<file path="config.mk">
export PLATFORM = sky130hd
export DESIGN_NAME = mem_port_arbiter
export DESIGN_NICKNAME = d
export VERILOG_FILES = /design/src/logic/axi_bus_pkg.sv /design/src/logic/mem_store_pkg.sv /design/src/logic/mem_port_arbiter.sv
export SDC_FILE = /design/constraint.sdc
export NUM_CORES = 1
export LEC_CHECK = 0
export BUFFER_PORTS_ARGS = -buffer_cell sky130_fd_sc_hd__buf_2
export CORE_AREA = 2 2 99 101
export CTS_CLUSTER_DIAMETER = 150
export DETAILED_ROUTE_END_ITERATION = 6
export DIE_AREA = 0 0 101 103
export HOLD_SLACK_MARGIN = 0.12
export PLACE_DENSITY = 0.57
export SYNTH_ARGS = -nofsm -noshare
export SYNTH_HDL_FRONTEND = slang
export SYNTH_SLANG_ARGS = --single-unit
</file>
<file path="constraint.sdc">
create_clock -name clk_i -period 1.6 [get_ports clk_i]
set_input_delay 0.24 -clock clk_i [delete_from_list [all_inputs] [get_ports clk_i]]
set_output_delay 0.24 -clock clk_i [all_outputs]
set_load 0.01 [all_outputs]
</file>
<file path="src/logic/axi_bus_pkg.sv">
// ================================================
// AXI4 bus definitions
// Field widths, channel structs and the request and
// response bundles of the slave port
// ================================================
package axi_bus_pkg;

  localparam int unsigned ADDR_W = 32;
  localparam int unsigned DATA_W = 32;
  localparam int unsigned ID_W   = 4;
  localparam int unsigned STRB_W = DATA_W / 8;

  typedef logic [ADDR_W-1:0] addr_t;
  typedef logic [DATA_W-1:0] data_t;
  typedef logic [ID_W-1:0]   id_t;
  typedef logic [STRB_W-1:0] strb_t;
  // Beat count minus one
  typedef logic [7:0]        len_t;

  // Only OKAY is ever returned
  typedef enum logic [1:0] {
    RESP_OKAY   = 2'b00,
    RESP_EXOKAY = 2'b01,
    RESP_SLVERR = 2'b10,
    RESP_DECERR = 2'b11
  } resp_e;

  typedef struct packed {
    id_t   id;
    addr_t addr;
    len_t  len;
  } aw_chan_t;

  typedef struct packed {
    id_t   id;
    addr_t addr;
    len_t  len;
  } ar_chan_t;

  typedef struct packed {
    data_t data;
    strb_t strb;
    logic  last;
  } w_chan_t;

  typedef struct packed {
    id_t   id;
    resp_e resp;
  } b_chan_t;

  typedef struct packed {
    data_t data;
    id_t   id;
    resp_e resp;
    logic  last;
  } r_chan_t;

  typedef struct packed {
    aw_chan_t aw;
    logic     aw_valid;
    w_chan_t  w;
    logic     w_valid;
    logic     b_ready;
    ar_chan_t ar;
    logic     ar_valid;
    logic     r_ready;
  } axi_req_t;

  typedef struct packed {
    logic    aw_ready;
    logic    w_ready;
    b_chan_t b;
    logic    b_valid;
    logic    ar_ready;
    r_chan_t r;
    logic    r_valid;
  } axi_rsp_t;

endpackage
</file>
<file path="src/logic/mem_store_pkg.sv">
// ================================================
// Storage definitions
// Depth, word index and the memory port and monitor
// records shared by the engines and the array
// ================================================
package mem_store_pkg;

  import axi_bus_pkg::*;

  localparam int unsigned MEM_WORDS  = 256;
  localparam int unsigned IDX_W      = $clog2(MEM_WORDS);
  // Byte offset bits below the word index
  localparam int unsigned BYTE_OFF_W = $clog2(STRB_W);

  typedef logic [IDX_W-1:0] word_idx_t;

  // One access on the shared memory port
  typedef struct packed {
    logic  write;
    addr_t addr;
    data_t wdata;
    strb_t strb;
    id_t   id;
    len_t  beat;
    logic  last;
  } mem_req_t;

  // Monitor record, valid the cycle after the access
  typedef struct packed {
    logic  valid;
    logic  write;
    addr_t addr;
    data_t data;
    id_t   id;
    len_t  beat;
    logic  last;
  } mem_mon_t;

endpackage

</file>
<file path="src/logic/mem_port_arbiter.sv">
// ================================================
// Memory port arbiter
// Round-robin grant of the single storage port to the
// write or the read engine
// ================================================
`timescale 1ns/1ps

module mem_port_arbiter
  import mem_store_pkg::*;
(
  input  logic     clk_i,
  input  logic     rst_n_i,
  input  logic     wr_req_i,
  input  mem_req_t wr_i,
  input  logic     rd_req_i,
  input  mem_req_t rd_i,
  output logic     wr_gnt_o,
  output logic     rd_gnt_o,
  output logic     port_valid_o,
  output mem_req_t port_o
);

  // High when the write engine won the last contested or uncontested grant
  logic last_wr_q;

  assign wr_gnt_o = wr_req_i && (!rd_req_i || !last_wr_q);
  assign rd_gnt_o = rd_req_i && (!wr_req_i || last_wr_q);

  assign port_valid_o = wr_gnt_o || rd_gnt_o;
  assign port_o       = wr_gnt_o ? wr_i : rd_i;

  always_ff @(posedge clk_i) begin
    if (!rst_n_i) begin
      last_wr_q <= 1'b0;
    end else if (wr_gnt_o) begin
      last_wr_q <= 1'b1;
    end else if (rd_gnt_o) begin
      last_wr_q <= 1'b0;
    end
  end

endmodule

</file>
### Word-level counts from Yosys, hierarchy flattened

Index checks and enable logic that the tools add are counted.

| word-level totals | value |
|---|---|
| register bits | 1 |
| bits in latches | 0 |
| memory bits (writable) | 0 |
| bits in read-only memories | 0 |
| output and inout port bits | 85 |
| word-level logic and storage cells | 13 |
| memories kept | 0 |

| cells by class | value |
|---|---|
| $add $sub $neg | 0 |
| multiply operators | 0 |
| div/mod/pow operators | 0 |
| magnitude comparators | 0 |
| eq/ne operators | 0 |
| shift operators | 0 |
| muxes and demuxes | 3 |
| bitwise operators | 0 |
| reduce and logical (&&, ||, !) cells | 9 |

Operators by type and width:

| kind | number |
|---|---|
| 82-bit 2-to-1 mux | 1 |
| 1-bit logical NOT | 3 |
| 1-bit logical OR | 3 |
| 1-bit logical AND | 2 |
| 1-bit 2-to-1 mux | 2 |
| 2-bit nonzero test | 1 |

### Logic depth before layout (Yosys ltp)

| logic depth | value |
|---|---|
| word-level depth | 5 |
| gate-level depth with buffers | 4 |
| depth with buffers taken out | 2 |

### Least setup slack after synthesis

Ideal clock, no wire load.

| timing | value |
|---|---|
| path type | register to output |
| start | register last_wr_q |
| end | output port port_o[71] (netlist name) |
| data arrival time | 1.109 ns |
| setup slack | 0.251 ns |
| cell stages (with the launch flop) | 5 |
| buffers on the path | 2 |
| cells stage by stage | dfxtp_1 > a21boi_4 > buf_12 > buf_12 > mux2_4 |

RTL lines:

| element | line | RTL |
|---|---|---|
| start, declared | mem_port_arbiter.sv:24 | `logic last_wr_q;` |
| start signal, assigned | mem_port_arbiter.sv:34 | `last_wr_q <= 1'b0;` |
| start signal, assigned | mem_port_arbiter.sv:36 | `last_wr_q <= 1'b1;` |
| start signal, assigned | mem_port_arbiter.sv:38 | `last_wr_q <= 1'b0;` |
| end, declared | mem_port_arbiter.sv:20 | `output mem_req_t port_o` |

==> impl_results.md <==
- Status: finished with violations
- Failing checks: negative setup slack
- Post-synth net total: 266
- Die Span Y: 103 µm
- Worst min path class: in2reg
- Seq/Total Area, Yosys: 0.0141
- Core Rows: 36
- Tmin final: 1640 ps
- Period utilization: 1.03
- RSZ-0062 raised after global routing: yes
- Max_cap viols: 0
- Post-Route Skew: 0 ps
- FF+latch count, synth: 1
- Synth cell types: 10
- I/O pin cnt: 253
- Multiplexer area fraction after synthesis: 0.832
- Delay-heaviest family, CP: buffers and inverters
- Initial Utilization: 0.150
- Maximum fanout along the worst path: 5
- Initial antenna violation count: 0
- Final max-slew violation count: 0
- Mean post-synth cell area: 14.5 µm²
- Die area: 0.0104 mm²
- Nets: 527
- Routed vias/inst: 3.87
- Setup crit end kind: output pin
- Ant. Diodes: 0
- Largest net degree at the start of global routing: 40
- Post-Place Cells: 459
- Fmax: 608 MHz
- Antenna Nets Post-Route: 0
- Crit path DAT: 1400 ps
- Xor and xnor fraction of the mapped netlist area: 0
- Share of cells above drive strength 1: 0.989
- Largest registers: last_wr_q (1)
- Post-synthesis compound-gate area fraction: 0.0185
- Via Count: 1823
- Worst-skew pair later-pin latency: 0 ps
- Post-Place Setup Slack: -62.6 ps
- Area grow syn2layout: 125%
- Buf+Inv Stages, Crit Path: 5
- CP startpoint kind: flop
- Number of global-route vias before repair: 1659
- Detailed Route WL: 6130 µm
- Overflow after GRT: 0
- Synth Area in Simple Gates: 0.0176
- All-Layer GR Usage: 0.0883
- Post-detail-place hpwl: 4950 µm
- Cell mode on critical path: buf_12
- Max reg flops: 1
- Gpl congestion: 0.755
- DR pass1 iterations: 4
- Worst-path cell chain: a21boi_4, buf_12, buf_12, buf_16, buf_8, mux2_4, buf_6
- Post-Syn Area: 0.00142 mm²
- Port Buffer Count: 252
- Post-route setup slack: -44.3 ps
- DRC viols: 0
- Pleak: 1.85 nW
- Number of warnings issued by yosys: 0
- Core area: 0.00946 mm²
- # fillers: 976
- Die Span X: 101 µm
- Least-Margin Pin Slew: 175 ps
- Worst IR Drop VDD: 0.221 mV
- Wirelength per Cell: 13.0 µm
- Worst Setup Path Type: reg2out
- First-pass GRT wire length: 7450 µm
- Final Setup Violations: 10
- Hold Fails Final Rpt: 0
- Power Density: 353 mW/mm²
- CP peak stage delay: 320 ps
- Worst endpoint required time: 1360 ps
- Post-Syn Instances: 98
- Max stage delay cell, worst path: dfxtp_2
- Non-Filler Instances: 471
- Largest family of logic cells by synthesized area: multiplexers
- Initial DRC Count: 15
- Clk pin slew, worst setup/hold paths: 0 ps
- Area share of fa/ha/maj cells after synthesis: 0
- Slew margin rel.: 0.883
- Biggest register: last_wr_q
==> synthesized netlist by cell type <==
cell type,number,share of area
and2_1,1,0.0044
buf_4,1,0.0053
dfxtp_1,1,0.014
mux2_4,69,0.73
a21boi_0,1,0.0053
mux2_2,13,0.10
a21boi_4,1,0.013
nand2b_1,2,0.0088
or2_2,1,0.0044
buf_12,8,0.11
==> final timing paths <==
path | depth (start not counted) | from | to | slack, ps
min reg2reg | 2 | last_wr_q | last_wr_q | 510
max reg2reg | 2 | last_wr_q | last_wr_q | 900
max | 7 | last_wr_q | port_o[19] | -40
min | 2 | rst_n_i | last_wr_q | 490
==> worst register-to-register path: cells and delay by family, from the launching register on <==
family / cells / cell delay (ps)
AO/OA/AOI/OAI: 1 / 150
flip-flops: 1 / 320
AND/OR/NAND/NOR: 1 / 150
==> power breakdown <==
part | total [mW] | switching [mW] | internal, mW
sequential | 0.0303 | 0.00256 | 0.0278
combinational | 1.10 | 0.385 | 0.714
clock | 0 | 0 | 0
total | 1.13 | 0.388 | 0.742
==> what timing repair did <==
action | CTS | global route
hold buffers | 0 | 0
setup endpoints to repair | 78 | 67
gates resized for setup | 44 | 10
pin swaps | 0 | 1
cloned | 2 | 2
buffers inserted | 5 | 3
==> placed cells by master, fill, tap and decap left out, drive strengths merged <==
| cell type | synthesis | layout |
|---|---|---|
| buf | 9 | 267 |
| mux2 | 82 | 82 |
| nand2b | 2 | 2 |
| a21boi | 2 | 2 |
| or2 | 1 | 1 |
| and2 | 1 | 1 |
| clkbuf | 0 | 1 |
| dfxtp | 1 | 1 |
==> stage by stage <==
step / instance area, µm² / util / total power, mW / hold WS, ps / setup TNS (ps)
2_1_floorplan: 1420 / - / 0.566 / 394 / 0
3_3_place_gp: 2710 / 0.287 / 0.907 / 498 / -752
3_5_place_dp: 2710 / 0.287 / 0.920 / 507 / -2330
4_1_cts: 3070 / 0.325 / 1.08 / 507 / -1640
5_1_grt: 3200 / 0.338 / 1.20 / 516 / -1080
6_report: 3200 / 0.338 / 1.13 / 494 / -406
==> area by class of cell <==
| class | instances | area, µm² | share of cell area |
|---|---|---|---|
| tap | 114 | 143 | 0.0445 |
| multi-input combinational | 88 | 1230 | 0.385 |
| timing repair buffer | 268 | 1800 | 0.564 |
| sequential | 1 | 21.3 | 0.00664 |
==> layer usage <==
metal,vias to the layer above,part of all wire,track usage
met2,147,0.55,0.193
met3,0,0.10,0.0108
met5,-,0,0
met1,786,0.35,0.0934
li1,890,-,-
met4,0,0,0
==> cell families (layout without fill, tap and decap cells) <==
kind of cell,count (synthesis),after routing
AND/OR/NAND/NOR,4,4
multiplexers,82,82
flip-flops,1,1
AO/OA/AOI/OAI,2,2
buffers and inverters,9,268
No activity file was read; power rests on OpenSTA's default activity.
