`src/logic/axi_bus_pkg.sv`:
```
// ================================================
// AXI4 bus definitions
// Field widths, channel structs and the request and
// response bundles of the slave port
// ================================================
package axi_bus_pkg;

  localparam int unsigned ADDR_W = 32;
  localparam int unsigned DATA_W = 32;
  localparam int unsigned ID_W   = 4;
  localparam int unsigned STRB_W = DATA_W / 8;

  typedef logic [ADDR_W-1:0] addr_t;
  typedef logic [DATA_W-1:0] data_t;
  typedef logic [ID_W-1:0]   id_t;
  typedef logic [STRB_W-1:0] strb_t;
  // Beat count minus one
  typedef logic [7:0]        len_t;

  // Only OKAY is ever returned
  typedef enum logic [1:0] {
    RESP_OKAY   = 2'b00,
    RESP_EXOKAY = 2'b01,
    RESP_SLVERR = 2'b10,
    RESP_DECERR = 2'b11
  } resp_e;

  typedef struct packed {
    id_t   id;
    addr_t addr;
    len_t  len;
  } aw_chan_t;

  typedef struct packed {
    id_t   id;
    addr_t addr;
    len_t  len;
  } ar_chan_t;

  typedef struct packed {
    data_t data;
    strb_t strb;
    logic  last;
  } w_chan_t;

  typedef struct packed {
    id_t   id;
    resp_e resp;
  } b_chan_t;

  typedef struct packed {
    data_t data;
    id_t   id;
    resp_e resp;
    logic  last;
  } r_chan_t;

  typedef struct packed {
    aw_chan_t aw;
    logic     aw_valid;
    w_chan_t  w;
    logic     w_valid;
    logic     b_ready;
    ar_chan_t ar;
    logic     ar_valid;
    logic     r_ready;
  } axi_req_t;

  typedef struct packed {
    logic    aw_ready;
    logic    w_ready;
    b_chan_t b;
    logic    b_valid;
    logic    ar_ready;
    r_chan_t r;
    logic    r_valid;
  } axi_rsp_t;

endpackage
```
`src/logic/mem_store_pkg.sv`:
```
// ================================================
// Storage definitions
// Depth, word index and the memory port and monitor
// records shared by the engines and the array
// ================================================
package mem_store_pkg;

  import axi_bus_pkg::*;

  localparam int unsigned MEM_WORDS  = 256;
  localparam int unsigned IDX_W      = $clog2(MEM_WORDS);
  // Byte offset bits below the word index
  localparam int unsigned BYTE_OFF_W = $clog2(STRB_W);

  typedef logic [IDX_W-1:0] word_idx_t;

  // One access on the shared memory port
  typedef struct packed {
    logic  write;
    addr_t addr;
    data_t wdata;
    strb_t strb;
    id_t   id;
    len_t  beat;
    logic  last;
  } mem_req_t;

  // Monitor record, valid the cycle after the access
  typedef struct packed {
    logic  valid;
    logic  write;
    addr_t addr;
    data_t data;
    id_t   id;
    len_t  beat;
    logic  last;
  } mem_mon_t;

endpackage

```
`src/logic/axi_mem_read.sv`:
```
// ================================================
// AXI read engine
// Takes one AR burst at a time and fetches one word per
// beat into a held R register
// ================================================
`timescale 1ns/1ps

module axi_mem_read
  import axi_bus_pkg::*;
  import mem_store_pkg::*;
(
  input  logic     clk_i,
  input  logic     rst_n_i,
  input  ar_chan_t ar_i,
  input  logic     ar_valid_i,
  output logic     ar_ready_o,
  output r_chan_t  r_o,
  output logic     r_valid_o,
  input  logic     r_ready_i,
  output logic     rd_req_o,
  input  logic     rd_gnt_i,
  output mem_req_t rd_o,
  input  data_t    rd_data_i
);

  typedef enum logic [1:0] {R_IDLE, R_REQ, R_WAIT, R_SEND} rd_state_e;

  rd_state_e state_q;
  rd_state_e state_d;
  ar_chan_t  ar_q;
  r_chan_t   r_q;
  len_t      beat_q;
  logic      ar_ready_q;
  logic      last_beat;
  addr_t     beat_addr;

  assign last_beat = (beat_q == ar_q.len);
  assign beat_addr = ar_q.addr + (addr_t'(beat_q) << BYTE_OFF_W);

  always_comb begin
    state_d = state_q;
    case (state_q)
      R_IDLE: begin
        if (ar_valid_i && ar_ready_q) begin
          state_d = R_REQ;
        end
      end
      R_REQ: begin
        if (rd_gnt_i) begin
          state_d = R_WAIT;
        end
      end
      // Read data arrives one cycle after the grant
      R_WAIT: state_d = R_SEND;
      R_SEND: begin
        if (r_ready_i) begin
          state_d = last_beat ? R_IDLE : R_REQ;
        end
      end
      default: state_d = R_IDLE;
    endcase
  end

  always_ff @(posedge clk_i) begin
    if (!rst_n_i) begin
      state_q    <= R_IDLE;
      ar_ready_q <= 1'b0;
      beat_q     <= '0;
    end else begin
      state_q    <= state_d;
      ar_ready_q <= (state_d == R_IDLE);
      if (state_q == R_IDLE) begin
        beat_q <= '0;
      end else if (state_q == R_SEND && r_ready_i) begin
        beat_q <= beat_q + 1'b1;
      end
    end
  end

  always_ff @(posedge clk_i) begin
    if (ar_valid_i && ar_ready_q) begin
      ar_q <= '{id:   ar_i.id,
                addr: {ar_i.addr[ADDR_W-1:BYTE_OFF_W], {BYTE_OFF_W{1'b0}}},
                len:  ar_i.len};
    end
  end

  // R beat stays put until r_ready
  always_ff @(posedge clk_i) begin
    if (state_q == R_WAIT) begin
      r_q <= '{data: rd_data_i, id: ar_q.id, resp: RESP_OKAY, last: last_beat};
    end
  end

  assign ar_ready_o = ar_ready_q;
  assign rd_req_o   = (state_q == R_REQ);
  assign r_valid_o  = (state_q == R_SEND);
  assign r_o        = r_q;

  assign rd_o = '{write: 1'b0,
                  addr:  beat_addr,
                  wdata: '0,
                  strb:  '0,
                  id:    ar_q.id,
                  beat:  beat_q,
                  last:  last_beat};

endmodule

```
`config.mk`:
```
export PLATFORM = sky130hd
export DESIGN_NAME = axi_mem_read
export DESIGN_NICKNAME = d
export VERILOG_FILES = /design/src/logic/axi_bus_pkg.sv /design/src/logic/mem_store_pkg.sv /design/src/logic/axi_mem_read.sv
export SDC_FILE = /design/constraint.sdc
export NUM_CORES = 1
export LEC_CHECK = 0
export ABC_AREA = 0
export BUFFER_PORTS_ARGS = -buffer_cell sky130_fd_sc_hd__buf_2
export CORE_UTILIZATION = 50
export CTS_CLUSTER_SIZE = 16
export DETAILED_ROUTE_END_ITERATION = 10
export MAX_ROUTING_LAYER = met4
export PLACE_DENSITY = 0.88
export SLEW_MARGIN = 20
export SYNTH_ARGS = -nofsm -noshare
export SYNTH_HDL_FRONTEND = slang
export SYNTH_SLANG_ARGS = --single-unit
```
`constraint.sdc`:
```
create_clock -name clk_i -period 5.3 [get_ports clk_i]
set_input_delay 1.06 -clock clk_i [delete_from_list [all_inputs] [get_ports clk_i]]
set_output_delay 1.06 -clock clk_i [all_outputs]
set_load 0.01 [all_outputs]
```
======== After elaboration in Yosys (flattened, before gate mapping) ========
Cells that the tools add are included.
storage, ports and cells
  word-level logic and storage cells ...... 26
  register bits after elaboration ......... 90
  input bits .............................. 81
  output and inout port bits .............. 124
cells by class
  multiplexer cells ....................... 5
  equal/unequal tests ..................... 4
  reductions and logical operators ........ 5
  add/subtract/negate cells ............... 2
  bitwise operators ....................... 1
operator list
  kind                                            count
  adder 32 x 10 -> 32 bit                         1
  adder 8 x 1 -> 8 bit (second input constant)    1
  == test 8 bit                                   1
  one-hot mux 2 bit (4 select lines)              1
  2-to-1 mux 2 bit                                3
  == test 2 bit (second input constant)           2
  logical NOT 2 bit                               2
  == test 2 x 1 -> 1 bit (second input constant)  1
  logical AND 1 bit                               2
  OR reduction 2 bit                              1
  2-to-1 mux 1 bit                                1
  NOT 1 bit                                       1

======== Logic depth before layout (Yosys ltp) ========
  depth in word-level cells ............... 5
  gate-level depth with buffers ........... 8
  depth with buffers taken out ............ 8

======== Least setup slack after synthesis ========
OpenSTA, ideal clock, no wires.
  path type ............................... register to output
  from .................................... register beat_q[0]
  to ...................................... output rd_o[67] (netlist bit)
  data required time ...................... 4.240 ns
  slack ................................... 2.129 ns
  arrival ................................. 2.111 ns
  cell stages (with the launch flop) ...... 9
  path through ............................ dfxtp_1 > ha_1 > inv_1 > fa_1 > nor2b_1 > o2111ai_1 > a31oi_1 > o2111ai_1 > xnor2_1
RTL lines
  item                      RTL line            source
  start: declaration        axi_mem_read.sv:32  len_t beat_q;
  start signal: assignment  axi_mem_read.sv:75  beat_q <= beat_q + 1'b1;
  end: declaration          axi_mem_read.sv:22  output mem_req_t rd_o,

==> results.py <==
metrics = {
    "worst_hold_path": {
        "hold_path.class": "reg2reg",
        "worstHoldPathCells": 0,
        "holdPathEnd": "r_o[5]",
        "min_from": "rd_o[11]",
    },
    "clocking": {
        "clk_latency_ns": 0.36,
        "cts_setup_buffers": 0,
        "ctsResizeCount": 0,
        "root_buffer": "clkbuf_8",
        "clk_path_buf_depth": 2,
        "ctsHtreeMaxLevel": 3,
        "numCtsBuffers": 9,
        "cts_tree": "done",
        "clock-sinks": 90,
        "clk_pin_slew_worst_paths_ns": 0.10,
        "cts_hold_buf": 0,
    },
    "global_routing": {
        "grt_antenna_before_repair": 0,
        "grt_util_met3_pct": 6.16,
        "grt_usage_pct": 21.2,
        "first_global_vias": 2823,
        "grt_max_degree": 44,
        "grt_pass1_wl_um": 13300,
        "grt_overflow": 0,
        "grt.met1_usage_pct": 22.6,
        "grt-busiest-layer": "met2",
        "grtUsageMet2_pct": 37.1,
    },
    "sta": {
        "fmax_ghz": 0.254,
        "finalCriticalPeriod_ns": 3.93,
        "tns_ns": 0,
        "fin_worst_skew_ns": 0.0131,
        "period_share_pct": 74.2,
        "slew_headroom_pct": 32.6,
        "setup_viol": 0,
        "hold_viol": 0,
        "drv_slew": 0,
        "rsz0062_at_grt": "false",
        "worst_slew_pin_slew_ns": 1.01,
    },
    "synth": {
        "synth-edff-count": 79,
        "yosysWarnings": 0,
        "syn-instance-count": 314,
        "ys_types": 40,
        "synth_top_area_share_pct": 57.5,
        "ys.flop_type": "edfxtp_1",
        "seq_area_frac_synth_pct": 62.8,
        "syn_area_um2": 4130,
        "netlist.top_cell.by_area": "edfxtp_1",
        "avgSynthCellArea_um2": 13.1,
        "ys_ff_latch": 90,
        "synth_area_leaders": "edfxtp_1 58%, buf_4 8.4%, xnor2_1 5.7%",
        "async_reset_ff_share_pct": 0,
    },
    "worst_setup_path": {
        "path_buf_inv": 2,
        "r2r_cells": 1,
        "critPathTopFamily": "compound AO/OA/AOI/OAI gates",
        "rr_startpoint": "state_q[1]",
        "startpoint_type": "register",
        "cp.required_ns": 4.24,
        "critPathMaxStageDelay_ns": 0.49,
        "crit_chain": "ha_1 -> inv_1 -> fa_1 -> nor2b_1 -> o2111ai_1 -> a31oi_1 -> o2111ai_1 -> xnor2_1 -> buf_2",
        "r2r_slack_ns": 3.54,
        "cpMostUsedCell": "o2111ai_1",
        "r2r_end": "r_o[12]",
        "crit_type": "reg2out",
        "cp_max_fo": 6,
        "end_kind": "output pin",
        "worstPathArrival_ns": 2.87,
        "crit_slowest_cell": "dfxtp_1",
    },
    "finish": {
        "final_cell_mix": "161 x buf_2, 79 x edfxtp_1, 41 x conb_1",
        "area_delta_synth_final_pct": 22.8,
        "layout_commonest_cell": "buf_2",
        "antenna_cells": 0,
        "regArea_um2": 2590,
        "fillCellCount": 606,
        "multi_input_area_um2": 1300,
        "layout-drive-gt1-share_pct": 38.5,
        "nets": 567,
        "design_area_um2": 5070,
    },
    "detailed_routing": {
        "routed-via-count": 2890,
        "dr.first_iter.drc_count": 89,
        "firstDrtPassIters": 4,
        "remaining_drc_errors": 0,
        "drt-total-wl_um": 8990,
        "vias_per_cell": 4.96,
        "wl_per_cell_um": 15.4,
        "drtAntennaViolNets": 0,
    },
    "floorplan": {
        "fp.dieH_um": 92.8,
        "start_util_pct": 52.6,
        "die-area_um2": 8620,
        "dieWidth_um": 92.8,
        "ios": 205,
        "coreArea_um2": 7850,
        "row_count": 32,
    },
    "pwr": {
        "power_frac_comb_pct": 9.8,
        "power_frac_seq_pct": 56.5,
        "intPower_w": 0.00111,
        "p_clk_share_pct": 33.7,
        "totalPowerFinal_w": 0.00148,
        "powerDensity_nw_per_um2": 293,
        "switching_power_w": 0.000377,
        "peakVddDrop_uv": 255,
        "switching_share_pct": 25.4,
        "power.leakage_nw": 2.13,
    },
    "flow_run": {
        "maxCapViolCount": 0,
    },
    "place": {
        "portBuffers": 161,
        "gp_congestion": 0.798,
        "post_dp_cell_area_um2": 4850,
        "hpwl_um": 6810,
    },
    "run_status": {
        "status": "finished, final reports clean",
    },
}
metrics by stage:
step | util, % | setup slack (ns) | hold slack, ns | cells
finish | 64.6 | 1.37 | 0.467 | 583
global route | 64.6 | 1.14 | 0.476 | 583
CTS | 64.6 | 1.41 | 0.465 | 583
detailed placement | 61.8 | 1.84 | 0.440 | 567
global placement | 61.8 | 1.90 | 0.432 | 567
floorplan | - | 2.13 | 0.428 | 354
cell usage after synthesis, types with 4 or more instances:
master and number:
a21oi_1 10, and3_1 6, buf_4 46, dfxtp_1 11, edfxtp_1 79, ha_1 9
inv_1 8, nand2_1 13, nand3_1 14, nand4_1 10, nor2_1 21, nor2b_1 7
o21ai_0 4, xnor2_1 27, xor2_1 15
per-layer routing:
metal	share of wire, %	wire length (um)
met5	0	0
met4	2.1	191
met3	8.2	736
met2	52	4680
met1	38	3380
worst max-delay path by stage:
stage	startpoint	end	slack, ns	depth (start not counted)
2_1_floorplan	beat_q[0]	rd_o[67]	2.13	8
3_3_place_gp	beat_q[0]	rd_o[67]	1.90	9
3_5_place_dp	beat_q[0]	rd_o[67]	1.84	9
4_1_cts	beat_q[0]	rd_o[67]	1.41	9
5_1_grt	beat_q[0]	rd_o[65]	1.14	9
6_report	beat_q[0]	rd_o[67]	1.37	9
power groups by stage:
stage | Sequential, W | Combinational (W) | Clock (W)
final | 0.000838 | 0.000145 | 0.000500
after global routing | 0.000843 | 0.000158 | 0.000531
after CTS | 0.000839 | 0.000146 | 0.000510
after detailed placement | 0.000855 | 0.000145 | 0
after global placement | 0.000852 | 0.000141 | 0
after floorplan | 0.000854 | 0.0000973 | 0
cells by family (layout without fill, tap and decap cells):
kind of cell               after synthesis  count (layout)  synth area share [%]
DFF                                     90              90                  62.8
and+or+nand+nor                         82              82                  10.4
buffers and inverters                   58             185                  9.55
xor gates and xnor gates                42              42                  8.92
AOI/OAI and AO/OA                       31              31                  4.97
adders and majority gates               10              10                  3.22
other                                    1              41                0.0909
cell type report:
class,count,area share (%)
Timing Repair Buffer,161,15.9
Clock buffer,9,2.44
Tap cell,102,2.52
Clock inverter,7,1.78
Multi-Input combinational cell,206,25.6
Sequential cell,90,51.2
Inverter,8,0.593
state kept, by name, summed over array words and instances, names as in the netlist:
register and cells:
rd_o 4, state_q 2, beat_q 8, ar_ready_o 1, ar_q 38, r_o 37
(Power assumes the default switching activity.)
