==> src/logic/axi_bus_pkg.sv <==
// ================================================
// AXI4 bus definitions
// Field widths, channel structs and the request and
// response bundles of the slave port
// ================================================
package axi_bus_pkg;

  localparam int unsigned ADDR_W = 32;
  localparam int unsigned DATA_W = 32;
  localparam int unsigned ID_W   = 4;
  localparam int unsigned STRB_W = DATA_W / 8;

  typedef logic [ADDR_W-1:0] addr_t;
  typedef logic [DATA_W-1:0] data_t;
  typedef logic [ID_W-1:0]   id_t;
  typedef logic [STRB_W-1:0] strb_t;
  // Beat count minus one
  typedef logic [7:0]        len_t;

  // Only OKAY is ever returned
  typedef enum logic [1:0] {
    RESP_OKAY   = 2'b00,
    RESP_EXOKAY = 2'b01,
    RESP_SLVERR = 2'b10,
    RESP_DECERR = 2'b11
  } resp_e;

  typedef struct packed {
    id_t   id;
    addr_t addr;
    len_t  len;
  } aw_chan_t;

  typedef struct packed {
    id_t   id;
    addr_t addr;
    len_t  len;
  } ar_chan_t;

  typedef struct packed {
    data_t data;
    strb_t strb;
    logic  last;
  } w_chan_t;

  typedef struct packed {
    id_t   id;
    resp_e resp;
  } b_chan_t;

  typedef struct packed {
    data_t data;
    id_t   id;
    resp_e resp;
    logic  last;
  } r_chan_t;

  typedef struct packed {
    aw_chan_t aw;
    logic     aw_valid;
    w_chan_t  w;
    logic     w_valid;
    logic     b_ready;
    ar_chan_t ar;
    logic     ar_valid;
    logic     r_ready;
  } axi_req_t;

  typedef struct packed {
    logic    aw_ready;
    logic    w_ready;
    b_chan_t b;
    logic    b_valid;
    logic    ar_ready;
    r_chan_t r;
    logic    r_valid;
  } axi_rsp_t;

endpackage
==> src/logic/mem_store_pkg.sv <==
// ================================================
// Storage definitions
// Depth, word index and the memory port and monitor
// records shared by the engines and the array
// ================================================
package mem_store_pkg;

  import axi_bus_pkg::*;

  localparam int unsigned MEM_WORDS  = 256;
  localparam int unsigned IDX_W      = $clog2(MEM_WORDS);
  // Byte offset bits below the word index
  localparam int unsigned BYTE_OFF_W = $clog2(STRB_W);

  typedef logic [IDX_W-1:0] word_idx_t;

  // One access on the shared memory port
  typedef struct packed {
    logic  write;
    addr_t addr;
    data_t wdata;
    strb_t strb;
    id_t   id;
    len_t  beat;
    logic  last;
  } mem_req_t;

  // Monitor record, valid the cycle after the access
  typedef struct packed {
    logic  valid;
    logic  write;
    addr_t addr;
    data_t data;
    id_t   id;
    len_t  beat;
    logic  last;
  } mem_mon_t;

endpackage

==> src/logic/axi_mem_write.sv <==
// ================================================
// AXI write engine
// Takes one AW burst at a time, turns each W beat into
// a strobed memory write and returns a B response
// ================================================
`timescale 1ns/1ps

module axi_mem_write
  import axi_bus_pkg::*;
  import mem_store_pkg::*;
(
  input  logic     clk_i,
  input  logic     rst_n_i,
  input  aw_chan_t aw_i,
  input  logic     aw_valid_i,
  output logic     aw_ready_o,
  input  w_chan_t  w_i,
  input  logic     w_valid_i,
  output logic     w_ready_o,
  output b_chan_t  b_o,
  output logic     b_valid_o,
  input  logic     b_ready_i,
  output logic     wr_req_o,
  input  logic     wr_gnt_i,
  output mem_req_t wr_o
);

  typedef enum logic [1:0] {W_IDLE, W_DATA, W_RESP} wr_state_e;

  wr_state_e state_q;
  wr_state_e state_d;
  aw_chan_t  aw_q;
  len_t      beat_q;
  logic      aw_ready_q;
  logic      last_beat;
  addr_t     beat_addr;

  assign last_beat = (beat_q == aw_q.len);
  // Aligned base plus beat times the word size
  assign beat_addr = aw_q.addr + (addr_t'(beat_q) << BYTE_OFF_W);

  always_comb begin
    state_d = state_q;
    case (state_q)
      W_IDLE: begin
        if (aw_valid_i && aw_ready_q) begin
          state_d = W_DATA;
        end
      end
      W_DATA: begin
        if (wr_gnt_i && last_beat) begin
          state_d = W_RESP;
        end
      end
      W_RESP: begin
        if (b_ready_i) begin
          state_d = W_IDLE;
        end
      end
      default: state_d = W_IDLE;
    endcase
  end

  always_ff @(posedge clk_i) begin
    if (!rst_n_i) begin
      state_q    <= W_IDLE;
      aw_ready_q <= 1'b0;
      beat_q     <= '0;
    end else begin
      state_q    <= state_d;
      aw_ready_q <= (state_d == W_IDLE);
      if (state_q == W_IDLE) begin
        beat_q <= '0;
      end else if (wr_gnt_i) begin
        beat_q <= beat_q + 1'b1;
      end
    end
  end

  // Burst descriptor, address aligned down to a word
  always_ff @(posedge clk_i) begin
    if (aw_valid_i && aw_ready_q) begin
      aw_q <= '{id:   aw_i.id,
                addr: {aw_i.addr[ADDR_W-1:BYTE_OFF_W], {BYTE_OFF_W{1'b0}}},
                len:  aw_i.len};
    end
  end

  assign aw_ready_o = aw_ready_q;
  // A W beat is taken exactly when the memory port is granted
  assign w_ready_o  = wr_gnt_i;
  assign wr_req_o   = (state_q == W_DATA) && w_valid_i;
  assign b_valid_o  = (state_q == W_RESP);
  assign b_o        = '{id: aw_q.id, resp: RESP_OKAY};

  assign wr_o = '{write: 1'b1,
                  addr:  beat_addr,
                  wdata: w_i.data,
                  strb:  w_i.strb,
                  id:    aw_q.id,
                  beat:  beat_q,
                  last:  last_beat};

endmodule

==> config.mk <==
export PLATFORM = sky130hd
export DESIGN_NAME = axi_mem_write
export DESIGN_NICKNAME = d
export VERILOG_FILES = /design/src/logic/axi_bus_pkg.sv /design/src/logic/mem_store_pkg.sv /design/src/logic/axi_mem_write.sv
export SDC_FILE = /design/constraint.sdc
export NUM_CORES = 1
export LEC_CHECK = 0
export BUFFER_PORTS_ARGS = -buffer_cell sky130_fd_sc_hd__buf_2
export CORE_ASPECT_RATIO = 0.5
export CORE_MARGIN = 2
export CORE_UTILIZATION = 40
export DETAILED_ROUTE_END_ITERATION = 16
export PLACE_DENSITY = 0.78
export SYNTH_ARGS = -nofsm -noshare
export SYNTH_HDL_FRONTEND = slang
export SYNTH_SLANG_ARGS = --single-unit
==> constraint.sdc <==
create_clock -name clk_i -period 6.1 [get_ports clk_i]
set_clock_uncertainty 0.2 [all_clocks]
set_input_delay 0.915 -clock clk_i [delete_from_list [all_inputs] [get_ports clk_i]]
set_output_delay 0.915 -clock clk_i [all_outputs]
set_load 0.01 [all_outputs]
# == After elaboration in Yosys (flattened, before gate mapping) ==
# Index checks and enable logic that the tools add are counted.
# op_classes
bitwise_logic,1
n_eq_ne,3
muxes,4
n_reduce_logical,6
add_sub_neg,2
# op_table
operator,n
32-bit by 10-bit adder with 32-bit output,1
8-bit by 1-bit adder with 8-bit output (second input constant),1
8-bit == test,1
2-bit 2-to-1 mux,3
2-bit one-hot mux with 3 select lines,1
2-bit logical NOT,2
1-bit logical AND,3
2-bit by 1-bit == test with 1-bit output (second input constant),1
2-bit == test (second input constant),1
2-bit OR reduction,1
1-bit NOT,1
# word_totals
in_bits,87
register_bits,53
wordCells,22
output_inout_bits,92

# == Logic depth before layout (Yosys ltp) ==
# Gate-level depths: netlist (run 1).
# depth
word_depth,5
mapped_depth,8
ltp_nobuf,8

# == Least setup slack after synthesis (run 1) ==
# OpenSTA, ideal clock, no wires.
# synth_timing
path_type,reg-to-output
start,reg beat_q[0]
end,out wr_o[67] (netlist name)
required_time_ns,4.985
setup_slack_ns,2.875
n_path_buf,0
arrival_time_ns,2.110
path_stages_with_launch,9
cell_sequence,dfxtp_1 ha_1 inv_1 fa_1 nor2b_1 o2111ai_1 a31oi_1 o2111ai_1 xnor2_1
# synth_rtl
element,line_no,text
from (decl),axi_mem_write.sv:33,len_t beat_q;
from (signal assigned),axi_mem_write.sv:75,beat_q <= beat_q + 1'b1;
to (decl),axi_mem_write.sv:25,output mem_req_t wr_o

==> flow_results.org, run 1 <==
** Run status
- Status :: finished clean

** Place
- The congestion estimate from routability-driven global placement came to 0.837.
- Before CTS, the worst setup slack after placement is 2590 ps.
- DP HPWL :: 5.10 mm
- Including well taps, the total number of placed cells is 418.
- Port-buffer cells :: 98

** Clock tree
- The clock tree synthesis step divided the H-tree into 2 levels.
- After clock tree synthesis, the flow added hold-fix buffers numbering 0.
- Post-cts sizing count :: 0
- Once the clock tree was built, the setup fixing pass inserted 0 buffers.
- CTS Root Buffer Type :: sky130_fd_sc_hd__clkbuf_16
- TritonCTS built the clock tree.
- Number of sinks on the clock net :: 53
- Post-CTS clock slew at the launch and capture registers of the worst setup and hold paths :: 70 ps
- Total CTS buffers :: 5
- Clock latency on the worst-skew pair, taken at its later pin, is 290 ps.
- No sink is reached through more buffers than the 2 on the longest clock path.

** Logic synthesis
- After technology mapping, the gate count stands at 274.
- In the synthesized netlist, mux cells make up 0.329% of the area.
- Async set-or-reset flop fraction in the synthesized netlist :: 0%
- For this run, the leading register cell type out of synthesis is sky130_fd_sc_hd__edfxtp_1.
- Sequential cells were found to cover 48.7% of the synthesized design area.
- After Yosys synthesis, XOR and XNOR cells account for 11.5% of the synthesized area.
- After synthesis, the largest family of logic cells by area is buffers and inverters.
- Yosys warns :: 0
- The cell area that synthesis handed to floorplanning was 3040 µm².
- Number of storage elements in the synthesis netlist :: 53
- Number of flops mapped to enable cells by yosys :: 42
- Summed over all instances, the cell type with the most area after synthesis is sky130_fd_sc_hd__edfxtp_1.
- Fraction of post-synthesis cell area in the top cell type by area :: 41.4%
- Synth cell types :: 42
- By instance count, the leading cell after synthesis is sky130_fd_sc_hd__buf_4.
- Post-synthesis compound-gate area fraction :: 7.89%
- By count the netlist is led by sky130_fd_sc_hd__buf_4 (51), sky130_fd_sc_hd__edfxtp_1 (42), sky130_fd_sc_hd__xnor2_1 (27).
- Averaged over all synthesized cells, the footprint is 11.1 µm².
- After Yosys synthesis, full adders, half adders and majority gates account for 4.36% of the synthesized area.
- Cells taking the most area after synthesis :: sky130_fd_sc_hd__edfxtp_1 (41%), sky130_fd_sc_hd__buf_4 (13%), sky130_fd_sc_hd__xnor2_1 (7.8%), sky130_fd_sc_hd__dfxtp_1 (7.2%), sky130_fd_sc_hd__xor2_1 (3.7%)
- Of the total synthesized cell area, the portion taken by AND, OR, NAND and NOR gates is 12.9%.

** Route
- Routed Wire Length :: 6.46 mm
- After detailed routing, the number of vias per cell comes to 4.88.
- Across all layers, the routed design uses 2078 vias.
- Count of unresolved DRC violations after routing :: 0
- After detailed routing, the average wire length per cell comes to 15.2 µm.
- DR iter-0 viols :: 88
- Length of the first detailed-routing pass in iterations :: 4
- ANT nets after route :: 0

** Timing
- Setup slack closes at 2220 ps.
- Measured against its own limit, the worst slew margin works out to 34.1%.
- After layout, the worst path uses 63.5% of the clock period.
- Setup TNS :: 0 ps
- Final hold viol count :: 0
- Setup violations remaining at the end of the flow were counted as 0.
- Final Max Slew Viols :: 0
- At the pin with the least slew margin, the transition time is 989 ps.
- The clock period could shrink to 3880 ps.
- Setup repair after global routing left no endpoint under its margin.
- Upper clock frequency limit :: 258 MHz

** Worst hold path
- Counting instances, the worst hold path has a depth of 1.
- Terminating pin of the worst hold path :: state_q[0]
- Hold path startpoint :: state_q[1]
- In this run the worst hold path is classified as reg -> reg.

** Floorplan
- Starting density of the core :: 41.4%
- Die ar. :: 8360 µm²
- In this run the horizontal extent of the chip is 127 µm.
- Total core area :: 7350 µm²
- FP Rows :: 22
- Measured along the y axis, the die boundary spans 65.7 µm.
- Boundary pin count :: 179

** Cells and area
- 0 antenna diodes ended up in the layout.
- In the final layout, the share of cells above drive strength 1 is 34.2%.
- Non-filler instance count after layout :: 426
- Area delta synth->final :: 13.7%
- For this run, the post-layout net count is 426.

** GRT
- Vias in the first global route :: 1978
- Gr usage total :: 14.8%
- Maximum number of pins on one net before global-route repair :: 44
- The first global-routing pass estimated 9.56 mm of wire.
- Number of antenna violations at the first check in global routing :: 0
- Overflow left after global routing :: 0

** Critical path
- The signal on the critical path passes through ha_1 > inv_1 > fa_1 > nor2b_1 > o2111ai_1 > a31oi_1 > o21ai_0 > xnor2_1 > buf_2.
- Worst endpoint data arrival time :: 2760 ps
- The worst setup path is of the reg -> out kind.
- Type of origin of the critical path :: register
- Of all nets on the critical path, the largest fanout is 6.
- STA puts the critical path data required time at 4980 ps.
- In this design, the largest share of critical-path delay is due to compound AO/OA/AOI/OAI gates.
- Register-to-register setup slack :: 4260 ps
- Counting cells, the worst reg-to-reg path comes to 3.
- Crit-path max cell delay :: 470 ps
- Library cell contributing the largest single delay on the critical path :: sky130_fd_sc_hd__dfxtp_1
- Reg-to-Reg Start :: aw_ready_o
- Counting both buffers and inverters, the worst setup path holds a total of 2.
- In this run the critical register-to-register path is captured at state_q[0].
- STA classifies the critical path endpoint as an output pin.

** Pwr
- Power spread over the standard cell area amounts to 234 nW/µm².
- Maximum resistive drop on vdd :: 0.165 mV
- Pleak :: 0.00141 µW

** Job
- Number of maximum-capacitance constraint violations :: 0
==> state kept, by name, summed over array words and instances, names as in the netlist <==
register    cells
aw_ready_o      1
b_o             4
state_q         2
aw_q           38
beat_q          8
==> where the power goes <==
part | switching [µW] | total [µW] | leakage (µW) | internal, µW
registers | 8.79 | 416 | 0.000478 | 407
clock network | 125 | 328 | 0.0000908 | 203
logic | 34.8 | 64.5 | 0.000843 | 29.7
==> how the worst max path moves through the flow <==
stage	from	end	depth (start not counted)
2_1_floorplan	beat_q[0]	wr_o[67]	8
3_5_place_dp	beat_q[0]	wr_o[63]	9
5_1_grt	beat_q[0]	wr_o[67]	9
3_3_place_gp	beat_q[0]	wr_o[67]	9
4_1_cts	beat_q[0]	wr_o[63]	9
6_report	beat_q[0]	wr_o[63]	9
==> cell families after synthesis <==
family | count (synthesis)
compound gates | 32
fa+ha+maj | 10
xor+xnor | 40
simple gates | 73
other cells | 2
buf+inv | 63
mux | 1
flops | 53
==> layout by cell type, fill, tap and decap left out, types with 2 or more instances in the layout <==
| cell | n |
|---|---|
| sky130_fd_sc_hd__o21ai_0 | 4 |
| sky130_fd_sc_hd__and3_1 | 4 |
| sky130_fd_sc_hd__buf_2 | 98 |
| sky130_fd_sc_hd__and3_2 | 2 |
| sky130_fd_sc_hd__xor2_1 | 13 |
| sky130_fd_sc_hd__o21ai_1 | 2 |
| sky130_fd_sc_hd__edfxtp_1 | 42 |
| sky130_fd_sc_hd__ha_1 | 9 |
| sky130_fd_sc_hd__dfxtp_1 | 11 |
| sky130_fd_sc_hd__nand3_1 | 15 |
| sky130_fd_sc_hd__xnor2_1 | 27 |
| sky130_fd_sc_hd__a21oi_1 | 12 |
| sky130_fd_sc_hd__nor2_1 | 16 |
| sky130_fd_sc_hd__nand4_1 | 9 |
| sky130_fd_sc_hd__nor2b_1 | 3 |
| sky130_fd_sc_hd__inv_1 | 10 |
| sky130_fd_sc_hd__a21boi_0 | 2 |
| sky130_fd_sc_hd__or3_1 | 2 |
| sky130_fd_sc_hd__conb_1 | 5 |
| sky130_fd_sc_hd__nand2_1 | 11 |
| sky130_fd_sc_hd__nand2b_1 | 3 |
| sky130_fd_sc_hd__clkbuf_16 | 7 |
| sky130_fd_sc_hd__o2111ai_1 | 3 |
==> cell type report <==
| cell class | instances | area, µm² |
|---|---|---|
| Clock buffer | 7 | 175 |
| Clock inverter | 1 | 8.76 |
| Fill cell | 683 | 3890 |
| Inverter | 10 | 37.5 |
| Multi-Input combinational cell | 161 | 1150 |
| Sequential cell | 53 | 1480 |
| Tap cell | 96 | 120 |
| Timing Repair Buffer | 98 | 490 |
==> layer usage <==
| layer | vias to the layer above | routed length, µm | global-route usage, % |
|---|---|---|---|
| li1 | 1016 | - | - |
| met1 | 981 | 2480 | 15.9 |
| met2 | 73 | 3500 | 29.1 |
| met3 | 8 | 426 | 3.83 |
| met4 | 0 | 58 | 3.98 |
| met5 | - | 0 | 0 |
==> per-stage QoR <==
stage	total power (µW)	utilization [%]	area [µm²]	hold WS, ps
after floorplan	486	-	3050	264
after global placement	487	44.6	3280	302
after detailed placement	489	44.6	3280	307
after CTS	816	47.1	3460	313
after global routing	838	47.1	3460	333
final	809	47.1	3460	319
No activity file was read; power rests on OpenSTA's default activity.
==> run 2, diff against run 1 <==
==> constraint.sdc (replaced) <==
create_clock -name clk_i -period 3.6 [get_ports clk_i]
set_clock_uncertainty 0.2 [all_clocks]
set_input_delay 0.54 -clock clk_i [delete_from_list [all_inputs] [get_ports clk_i]]
set_output_delay 0.54 -clock clk_i [all_outputs]
set_load 0.01 [all_outputs]
==> run 2 against run 1 <==
  * Hold slack got worse by 96 ps
  * First-iteration DRC count down 17%
  * Setup slack got worse by 2000 ps
  * Non-clock buffer count stayed put
  * Register-to-register slack got worse by 2500 ps
  * Flip-flop and latch count unchanged
  * Via count about the same
  * Combinational power increased by 69%
  * Largest cell class unchanged
  * Highest routed layer unchanged
==> flow_results.org, run 2 (synthesis gave the netlist of run 1 again) <==
** Cells and area
- Antenna cell count :: 0 (unchanged)
- Non-filler instance count after layout :: 426 (unchanged)
- Net count reported at finish :: 426 (unchanged)
- The share of cells above drive strength 1 came to 34.5% (was 34.2%).
- The post-route cell area came to 3430 µm² (was 3460 µm²).
- Number of fill cells in the layout :: 675 (was 683)
- The register with the most flip-flops was aw_q (unchanged).
- Highest-count cells in the layout ignoring fill and taps :: sky130_fd_sc_hd__buf_2 (98), sky130_fd_sc_hd__edfxtp_1 (42), sky130_fd_sc_hd__xnor2_1 (27) (unchanged)
- The relative area change from synthesis to final layout came to 12.6% (was 13.7%).
- The most common library cell in the layout ignoring fill and taps is sky130_fd_sc_hd__buf_2 (unchanged).
- Largest register FFs :: 38 (unchanged)

** Critical path
- Worst Reg2Reg Path Length in Cells :: 3 (unchanged)
- The destination of the worst register-to-register timing path is state_q[0] (unchanged).
- Crit-path max cell delay :: 470 ps (about the same)
- The category of the critical setup timing path is reg -> out (unchanged).
- Worst endpoint data arrival time :: 2670 ps (was 2760 ps)
- The largest driver fanout on the critical path was 6 (unchanged).
- Required @ worst endpoint :: 2860 ps (was 4980 ps)
- Register-to-register setup slack :: 1800 ps (was 4260 ps)
- Type of origin of the critical path :: register (unchanged)
- End of the critical path :: wr_o[63] (unchanged)
- Nature of the critical path endpoint :: output pin (unchanged)
- Ordered list of cells on the worst path :: ha_1 > inv_1 > fa_1 > nor2b_1 > o2111ai_1 > a31oi_2 > o21ai_0 > xnor2_1 > buf_2 (was ha_1 > inv_1 > fa_1 > nor2b_1 > o2111ai_1 > a31oi_1 > o21ai_0 > xnor2_1 > buf_2)
- Library cell contributing the largest single delay on the critical path :: sky130_fd_sc_hd__dfxtp_1 (unchanged)
- Critical path startpoint :: beat_q[0] (unchanged)
- Reg-to-Reg Start :: aw_ready_o (unchanged)

** Clock tree
- The insertion delay of the later-clocked pin in the worst-skew pair came to 290 ps (about the same).
- Post-CTS repair timing setup buffer count :: 0 (unchanged)
- The H-tree depth was 2 (unchanged).
- The maximum clock insertion buffer count came to 2 (unchanged).
- The CTS sink count was 53 (unchanged).
- Clock tree from TritonCTS :: yes (unchanged)
- The clock root buffer is sky130_fd_sc_hd__clkbuf_16 (unchanged).
- The number of buffers created by CTS was 5 (unchanged).
- Post-CTS clock slew at the launch and capture registers of the worst setup and hold paths :: 70 ps (about the same)

** Place
- The HPWL after detailed placement came to 5.08 mm (was 5.10 mm).
- The pre-CTS setup slack was 456 ps (was 2590 ps).
- The count of placed standard cells including taps was 418 (unchanged).
- The routability congestion estimate from global placement was 0.859 (was 0.837).
- The total placed instance area was 3280 µm² (unchanged).
- The count of port buffers added during placement came to 98 (unchanged).

** Pwr
- Pleak :: 0.00140 µW (was 0.00141 µW)
- Total power :: 1280 µW (was 809 µW)
- Power density relative to cell area :: 373 nW/µm² (was 234 nW/µm²)
- The worst supply voltage drop on vdd is 0.208 mV (was 0.165 mV).

** Route
- The DRC marker count from the first detailed-route iteration is 73 (was 88).
- The routed via count came to 2076 (was 2078).
- The number of nets with antenna violations after routing came to 0 (unchanged).
- The number of iterations in the first detailed-routing pass was 4 (unchanged).
- The DRC violation count after routing came to 0 (unchanged).
- Avg Vias per Cell :: 4.87 (was 4.88)
- The average wire per standard cell was 15.0 µm (was 15.2 µm).
- The sum of routed wire length over all layers came to 6.40 mm (was 6.46 mm).

** GRT
- Gr usage total :: 15.4% (was 14.8%)
- The initial antenna violation count is 0 (unchanged).
- The via count of the first global-routing pass is 2031 (was 1978).
- The total overflow reported by the global router is 0 (unchanged).
- Maximum number of pins on one net before global-route repair :: 44 (unchanged)
- The wire length of the first global-routing pass came to 10.0 mm (was 9.56 mm).

** Worst hold path
- The worst min-delay path category is in -> reg (was reg -> reg).

** Floorplan
- Die ar. :: 8360 µm² (unchanged)
- Die span in y :: 65.7 µm (unchanged)
- The count of standard-cell rows came to 22 (unchanged).
- Die extent in x :: 127 µm (unchanged)
- The number of I/O pins is 179 (unchanged).
- The total core area is 7350 µm² (unchanged).
- Starting density of the core :: 41.4% (unchanged)

** Run status
- Status :: finished clean (unchanged)

** Timing
- The number of setup violations in the final report is 0 (unchanged).
- Final Max Slew Viols :: 0 (unchanged)
- In the finished design, the share of the clock period the worst path needs comes to 94.8%.
- Slew headroom :: 34.5% (was 34.1%)
- RSZ-0062 raised after global routing :: true (was false)
- Slack of the critical path :: 187 ps (was 2220 ps)
- The slew at the pin closest to its max-slew limit came to 983 ps (was 989 ps).
- Static timing analysis puts the maximum clock frequency at 293 MHz.
- Final hold viol count :: 0 (unchanged)
- The clock period could shrink to 3410 ps.

** Job
- Number of maximum-capacitance constraint violations :: 0 (unchanged)
-- run 2: cell types whose count changed in the layout (fill, tap and decap cells not counted) --
cell	change
sky130_fd_sc_hd__clkinv_2	+1
sky130_fd_sc_hd__inv_4	+1
sky130_fd_sc_hd__a31oi_2	+1
sky130_fd_sc_hd__clkbuf_16	-2
sky130_fd_sc_hd__a31oi_1	-1
-- run 2: what timing repair did --
action,in CTS,in global routing
gates resized for setup,0,1
endpoints found under the hold margin,0,0
setup endpoints to repair,0,4
hold buffers,0,0
-- run 2: stage by stage --
stage	utilization [%]	setup TNS, ps	hold slack [ps]
5_1_grt	46.6	-7.97	211
6_report	46.6	0	223
4_1_cts	46.5	0	219
3_5_place_dp	44.6	0	310
2_1_floorplan	-	0	264
3_3_place_gp	44.6	0	303
-- run 2: worst max-delay path, delay by kind of cell, from the launching register on --
family,cells,cell delay (ps)
compound gates,3,710
xor+xnor,1,150
fa+ha+maj,2,620
buf+inv,2,200
flops,1,470
simple gates,1,230
-- run 2: cell type report --
type / instances / area [µm²] / area share [%]
multi-input combinational: 161 / 1150 / 33.6
sequential: 53 / 1480 / 43.2
timing repair buffer: 98 / 490 / 14.3
inverter: 10 / 37.5 / 1.10
clock buffer: 5 / 125 / 3.65
clock inverter: 3 / 20.0 / 0.584
tap: 96 / 120 / 3.50
-- run 2: worst min path at each step --
| stage | start | endpoint | slack [ps] | depth (start not counted) |
|---|---|---|---|---|
| after floorplan | state_q[1] | state_q[0] | 260 | 1 |
| final | aw_i[6] | aw_q[6] | 220 | 1 |
| after global placement | state_q[1] | state_q[0] | 300 | 1 |
| after CTS | aw_i[10] | aw_q[10] | 220 | 1 |
| after global routing | aw_i[24] | aw_q[24] | 210 | 1 |
| after detailed placement | state_q[1] | state_q[0] | 310 | 1 |
-- run 2: where the power goes --
part	internal, µW	total [µW]	leakage (µW)	switching, µW
registers	690	705	0.000478	14.8
clock network	259	465	0.0000745	206
logic	50.3	109	0.000843	58.7
-- run 2: routing by layer --
layer  vias to the layer above  track usage [%]  share of wire [%]
met2                        71             30.0                 54
met5                         -                0                  0
met1                       977             17.1                 39
met3                         8             3.42                5.8
li1                       1020                -                  -
met4                         0             4.40               0.81
==> run 3, diff against run 2 <==
--- a/config.mk
+++ b/config.mk
@@ -6,7 +6,7 @@
 export NUM_CORES = 1
 export LEC_CHECK = 0
 export BUFFER_PORTS_ARGS = -buffer_cell sky130_fd_sc_hd__buf_2
-export CORE_ASPECT_RATIO = 0.5
+export CORE_ASPECT_RATIO = 0.7
 export CORE_MARGIN = 2
 export CORE_UTILIZATION = 40
 export DETAILED_ROUTE_END_ITERATION = 16
==> constraint.sdc (replaced) <==
create_clock -name clk_i -period 3.6 [get_ports clk_i]
set_clock_uncertainty 0.2 [all_clocks]
set_input_delay 0.54 -clock clk_i [delete_from_list [all_inputs] [get_ports clk_i]]
set_output_delay 0.54 -clock clk_i [all_outputs]
set_load 0.005 [all_outputs]
==> run 3 against run 2 <==
  * First-iteration DRC count is 47% higher
  * Clock power fell by 13%
  * Setup slack lost 6.8 ps
  * Final cell count grew 0.94%
  * Wire length is 1.4% lower
  * Largest cell class unchanged
  * Hold slack got worse by 18 ps
  * Global-route usage grew 0.19 points
==> flow_results.org, run 3 (synthesis gave the netlist of run 1 again) <==
** Route
- The DRC violation count after routing came to 0 (unchanged).
- The average wire per standard cell was 14.7 µm (was 15.0 µm).
- The number of nets with antenna violations after routing is 0 (unchanged).
- The DRC marker count from the first detailed-route iteration was 107 (was 73).
- The average vias per placed instance is 4.91 (was 4.87).
- The number of iterations in the first detailed-routing pass was 4 (unchanged).
- The routed via count came to 2113 (was 2076).
- Routed Wire Length :: 6.31 mm (was 6.40 mm)

** Critical path
- The register-to-register path setup slack is 1740 ps (was 1800 ps).
- The endpoint arrival time on the critical path was 2680 ps (was 2670 ps).
- The critical path launch point type was a register (unchanged).
- Highest net fanout along the worst path :: 5 (was 6)
- Nature of the critical path endpoint :: output pin (unchanged)
- Reg-to-Reg Start :: aw_ready_o (unchanged)
- Reg-to-reg endpoint :: state_q[0] (unchanged)
- The category of the critical setup timing path is reg -> out (unchanged).
- Required @ worst endpoint :: 2860 ps (about the same)
- Worst Reg2Reg Path Length in Cells :: 3 (unchanged)

** Clock tree
- The number of buffers created by CTS came to 5 (unchanged).
- The CTS sink count came to 53 (unchanged).
- CTS Root Buffer Type :: sky130_fd_sc_hd__clkbuf_8 (was sky130_fd_sc_hd__clkbuf_16)
- The insertion delay of the later-clocked pin in the worst-skew pair was 300 ps (was 290 ps).
- Post-CTS clock slew at the launch and capture registers of the worst setup and hold paths :: 100 ps (was 70 ps)
- Clock tree from TritonCTS :: yes (unchanged)
- Cts-stage hold buffer count :: 0 (unchanged)
- Post-CTS repair timing setup buffer count :: 0 (unchanged)
- Maximum count of clock buffers along a single path :: 2 (unchanged)
- Number of H-tree branching levels :: 2 (unchanged)
- The number of gates resized after cts came to 0 (unchanged).

** Floorplan
- The count of standard-cell rows is 26 (was 22).
- The starting density of the core is 41.6% (was 41.4%).
- The total die area came to 8330 µm² (was 8360 µm²).
- Boundary pin count :: 179 (unchanged)
- Total core area :: 7320 µm² (was 7350 µm²)
- The die extent in y came to 77.0 µm (was 65.7 µm).
- The horizontal extent of the die is 108 µm (was 127 µm).

** Timing
- Number of setup violations in the final report :: 0 (unchanged)
- RSZ-0062 raised after global routing: false (was true).
- Post-route fraction of the period consumed by the critical path :: 95.0% (was 94.8%)
- Slew headroom :: 32.1% (was 34.5%)
- The slew at the pin closest to its max-slew limit was 1020 ps (was 983 ps).
- Upper clock frequency limit :: 292 MHz (was 293 MHz)
- The accumulated negative setup slack was 0 ps (unchanged).
- Final hold viol count :: 0 (unchanged)
- The final-report max-slew violation count is 0 (unchanged).
- Time the worst path needs with I/O delays and setup :: 3420 ps (was 3410 ps)

** Cells and area
- The filler cell count came to 695 (was 675).
- The flip-flop count of the largest register after layout is 38 (unchanged).
- Antenna cell count :: 0 (unchanged)
- The relative area change from synthesis to final layout came to 11.9% (was 12.6%).
- The number of nets in the final layout came to 428 (was 426).
- Most frequent standard cell in the layout excluding fill and tap cells :: sky130_fd_sc_hd__buf_2 (unchanged)
- The share of cells above drive strength 1 came to 34.6% (was 34.5%).
- Highest-count cells in the layout ignoring fill and taps :: sky130_fd_sc_hd__buf_2 (98), sky130_fd_sc_hd__edfxtp_1 (42), sky130_fd_sc_hd__xnor2_1 (27) (unchanged)
- Register with the most flip-flops :: aw_q (unchanged)

** Pwr
- Switching part of the total :: 21.5% (was 21.9%)
- Pleak :: 0.00139 µW (was 0.00140 µW)
- Comb power frac :: 8.3% (was 8.5%)
- The internal power summed over all cells came to 948 µW (was 1000 µW).
- Flop pwr share :: 58.3% (was 55.1%)
- Share of total power in the clock network :: 33.4% (was 36.4%)
- Power density relative to cell area :: 355 nW/µm² (was 373 nW/µm²)
- The net switching power figure came to 260 µW (was 280 µW).
- The worst supply voltage drop on vdd came to 0.284 mV (was 0.208 mV).
- Total power :: 1210 µW (was 1280 µW)

** GRT
- Gr usage total :: 15.6% (was 15.4%)
- Number of antenna violations at the first check in global routing :: 0 (unchanged)
- Maximum number of pins on one net before global-route repair :: 44 (unchanged)
- Vias in the first global route :: 2180 (was 2031)
- Overflow left after global routing :: 0 (unchanged)
- The wire length of the first global-routing pass was 10.2 mm (was 10.0 mm).

** Run status
- Status :: finished clean (unchanged)

** Place
- The count of port buffers added during placement came to 98 (unchanged).
- DP HPWL :: 4.90 mm (was 5.08 mm)
- Final weighted congestion of routability-driven global placement :: 0.778 (was 0.859)

** Worst hold path
- Hold-critical path depth :: 1 (unchanged)
- The worst min-delay path category is in -> reg (unchanged).
- The endpoint of the worst hold-timing path was b_o[4] (was aw_q[6]).
- The startpoint of the most critical hold path is aw_i[42] (was aw_i[6]).

** Job
- The number of violations of the max-capacitance limit came to 0 (unchanged).
run 3: cell types whose count changed in the layout (fill, tap and decap cells not counted), sizes merged:
cell	delta
bufinv	+1
buf	+2
inv	-1
run 3: area by class of cell:
| cell class | instances | area, µm² | area share, % |
|---|---|---|---|
| Inverter | 10 | 37.5 | 1.10 |
| Sequential cell | 53 | 1480 | 43.5 |
| Timing Repair Buffer | 100 | 505 | 14.8 |
| Clock inverter | 3 | 43.8 | 1.29 |
| Multi-Input combinational cell | 161 | 1150 | 33.7 |
| Clock buffer | 5 | 68.8 | 2.02 |
| Tap cell | 98 | 123 | 3.60 |
run 3: per-stage QoR:
step | util, % | std cells | area [µm²] | hold WS, ps | setup slack (ps)
after floorplan | - | 277 | 3050 | 264 | 868
after global placement | 45.0 | 422 | 3290 | 289 | 643
after detailed placement | 45.0 | 422 | 3290 | 296 | 571
after CTS | 46.5 | 430 | 3410 | 195 | 218
after global routing | 46.5 | 430 | 3410 | 185 | 12.2
final | 46.5 | 430 | 3410 | 206 | 180
run 3: how the worst max path moves through the flow:
stage / start / endpoint / slack [ps]
after global routing: beat_q[0] / wr_o[67] / 10
after detailed placement: beat_q[0] / wr_o[63] / 570
after CTS: beat_q[0] / wr_o[63] / 220
after floorplan: beat_q[0] / wr_o[67] / 870
after global placement: beat_q[0] / wr_o[67] / 640
final: beat_q[0] / wr_o[63] / 180
run 3: critical path, stage by stage (launching register included):
cell                        delay, ps
sky130_fd_sc_hd__dfxtp_1          350
sky130_fd_sc_hd__ha_1             170
sky130_fd_sc_hd__inv_1             50
sky130_fd_sc_hd__fa_1             390
sky130_fd_sc_hd__nor2b_1          200
sky130_fd_sc_hd__o2111ai_1        220
sky130_fd_sc_hd__a31oi_1          450
sky130_fd_sc_hd__o21ai_0          190
sky130_fd_sc_hd__xnor2_1          200
sky130_fd_sc_hd__buf_2            150
run 3: layer usage:
layer  vias up  GRT usage [%]  part of all wire (%)
met5         -              0                     0
met4         0           6.03                   1.8
met3        23           4.34                   7.2
met2        85           26.2                    48
met1       981           19.0                    43
li1       1024              -                     -
run 3: power by group through the flow:
stage / clock [µW] / sequential [µW] / combinational, µW
floorplan: 0 / 716 / 88.4
global placement: 0 / 717 / 99.0
detailed placement: 0 / 718 / 102
CTS: 414 / 704 / 102
global route: 437 / 707 / 112
finish: 403 / 704 / 101
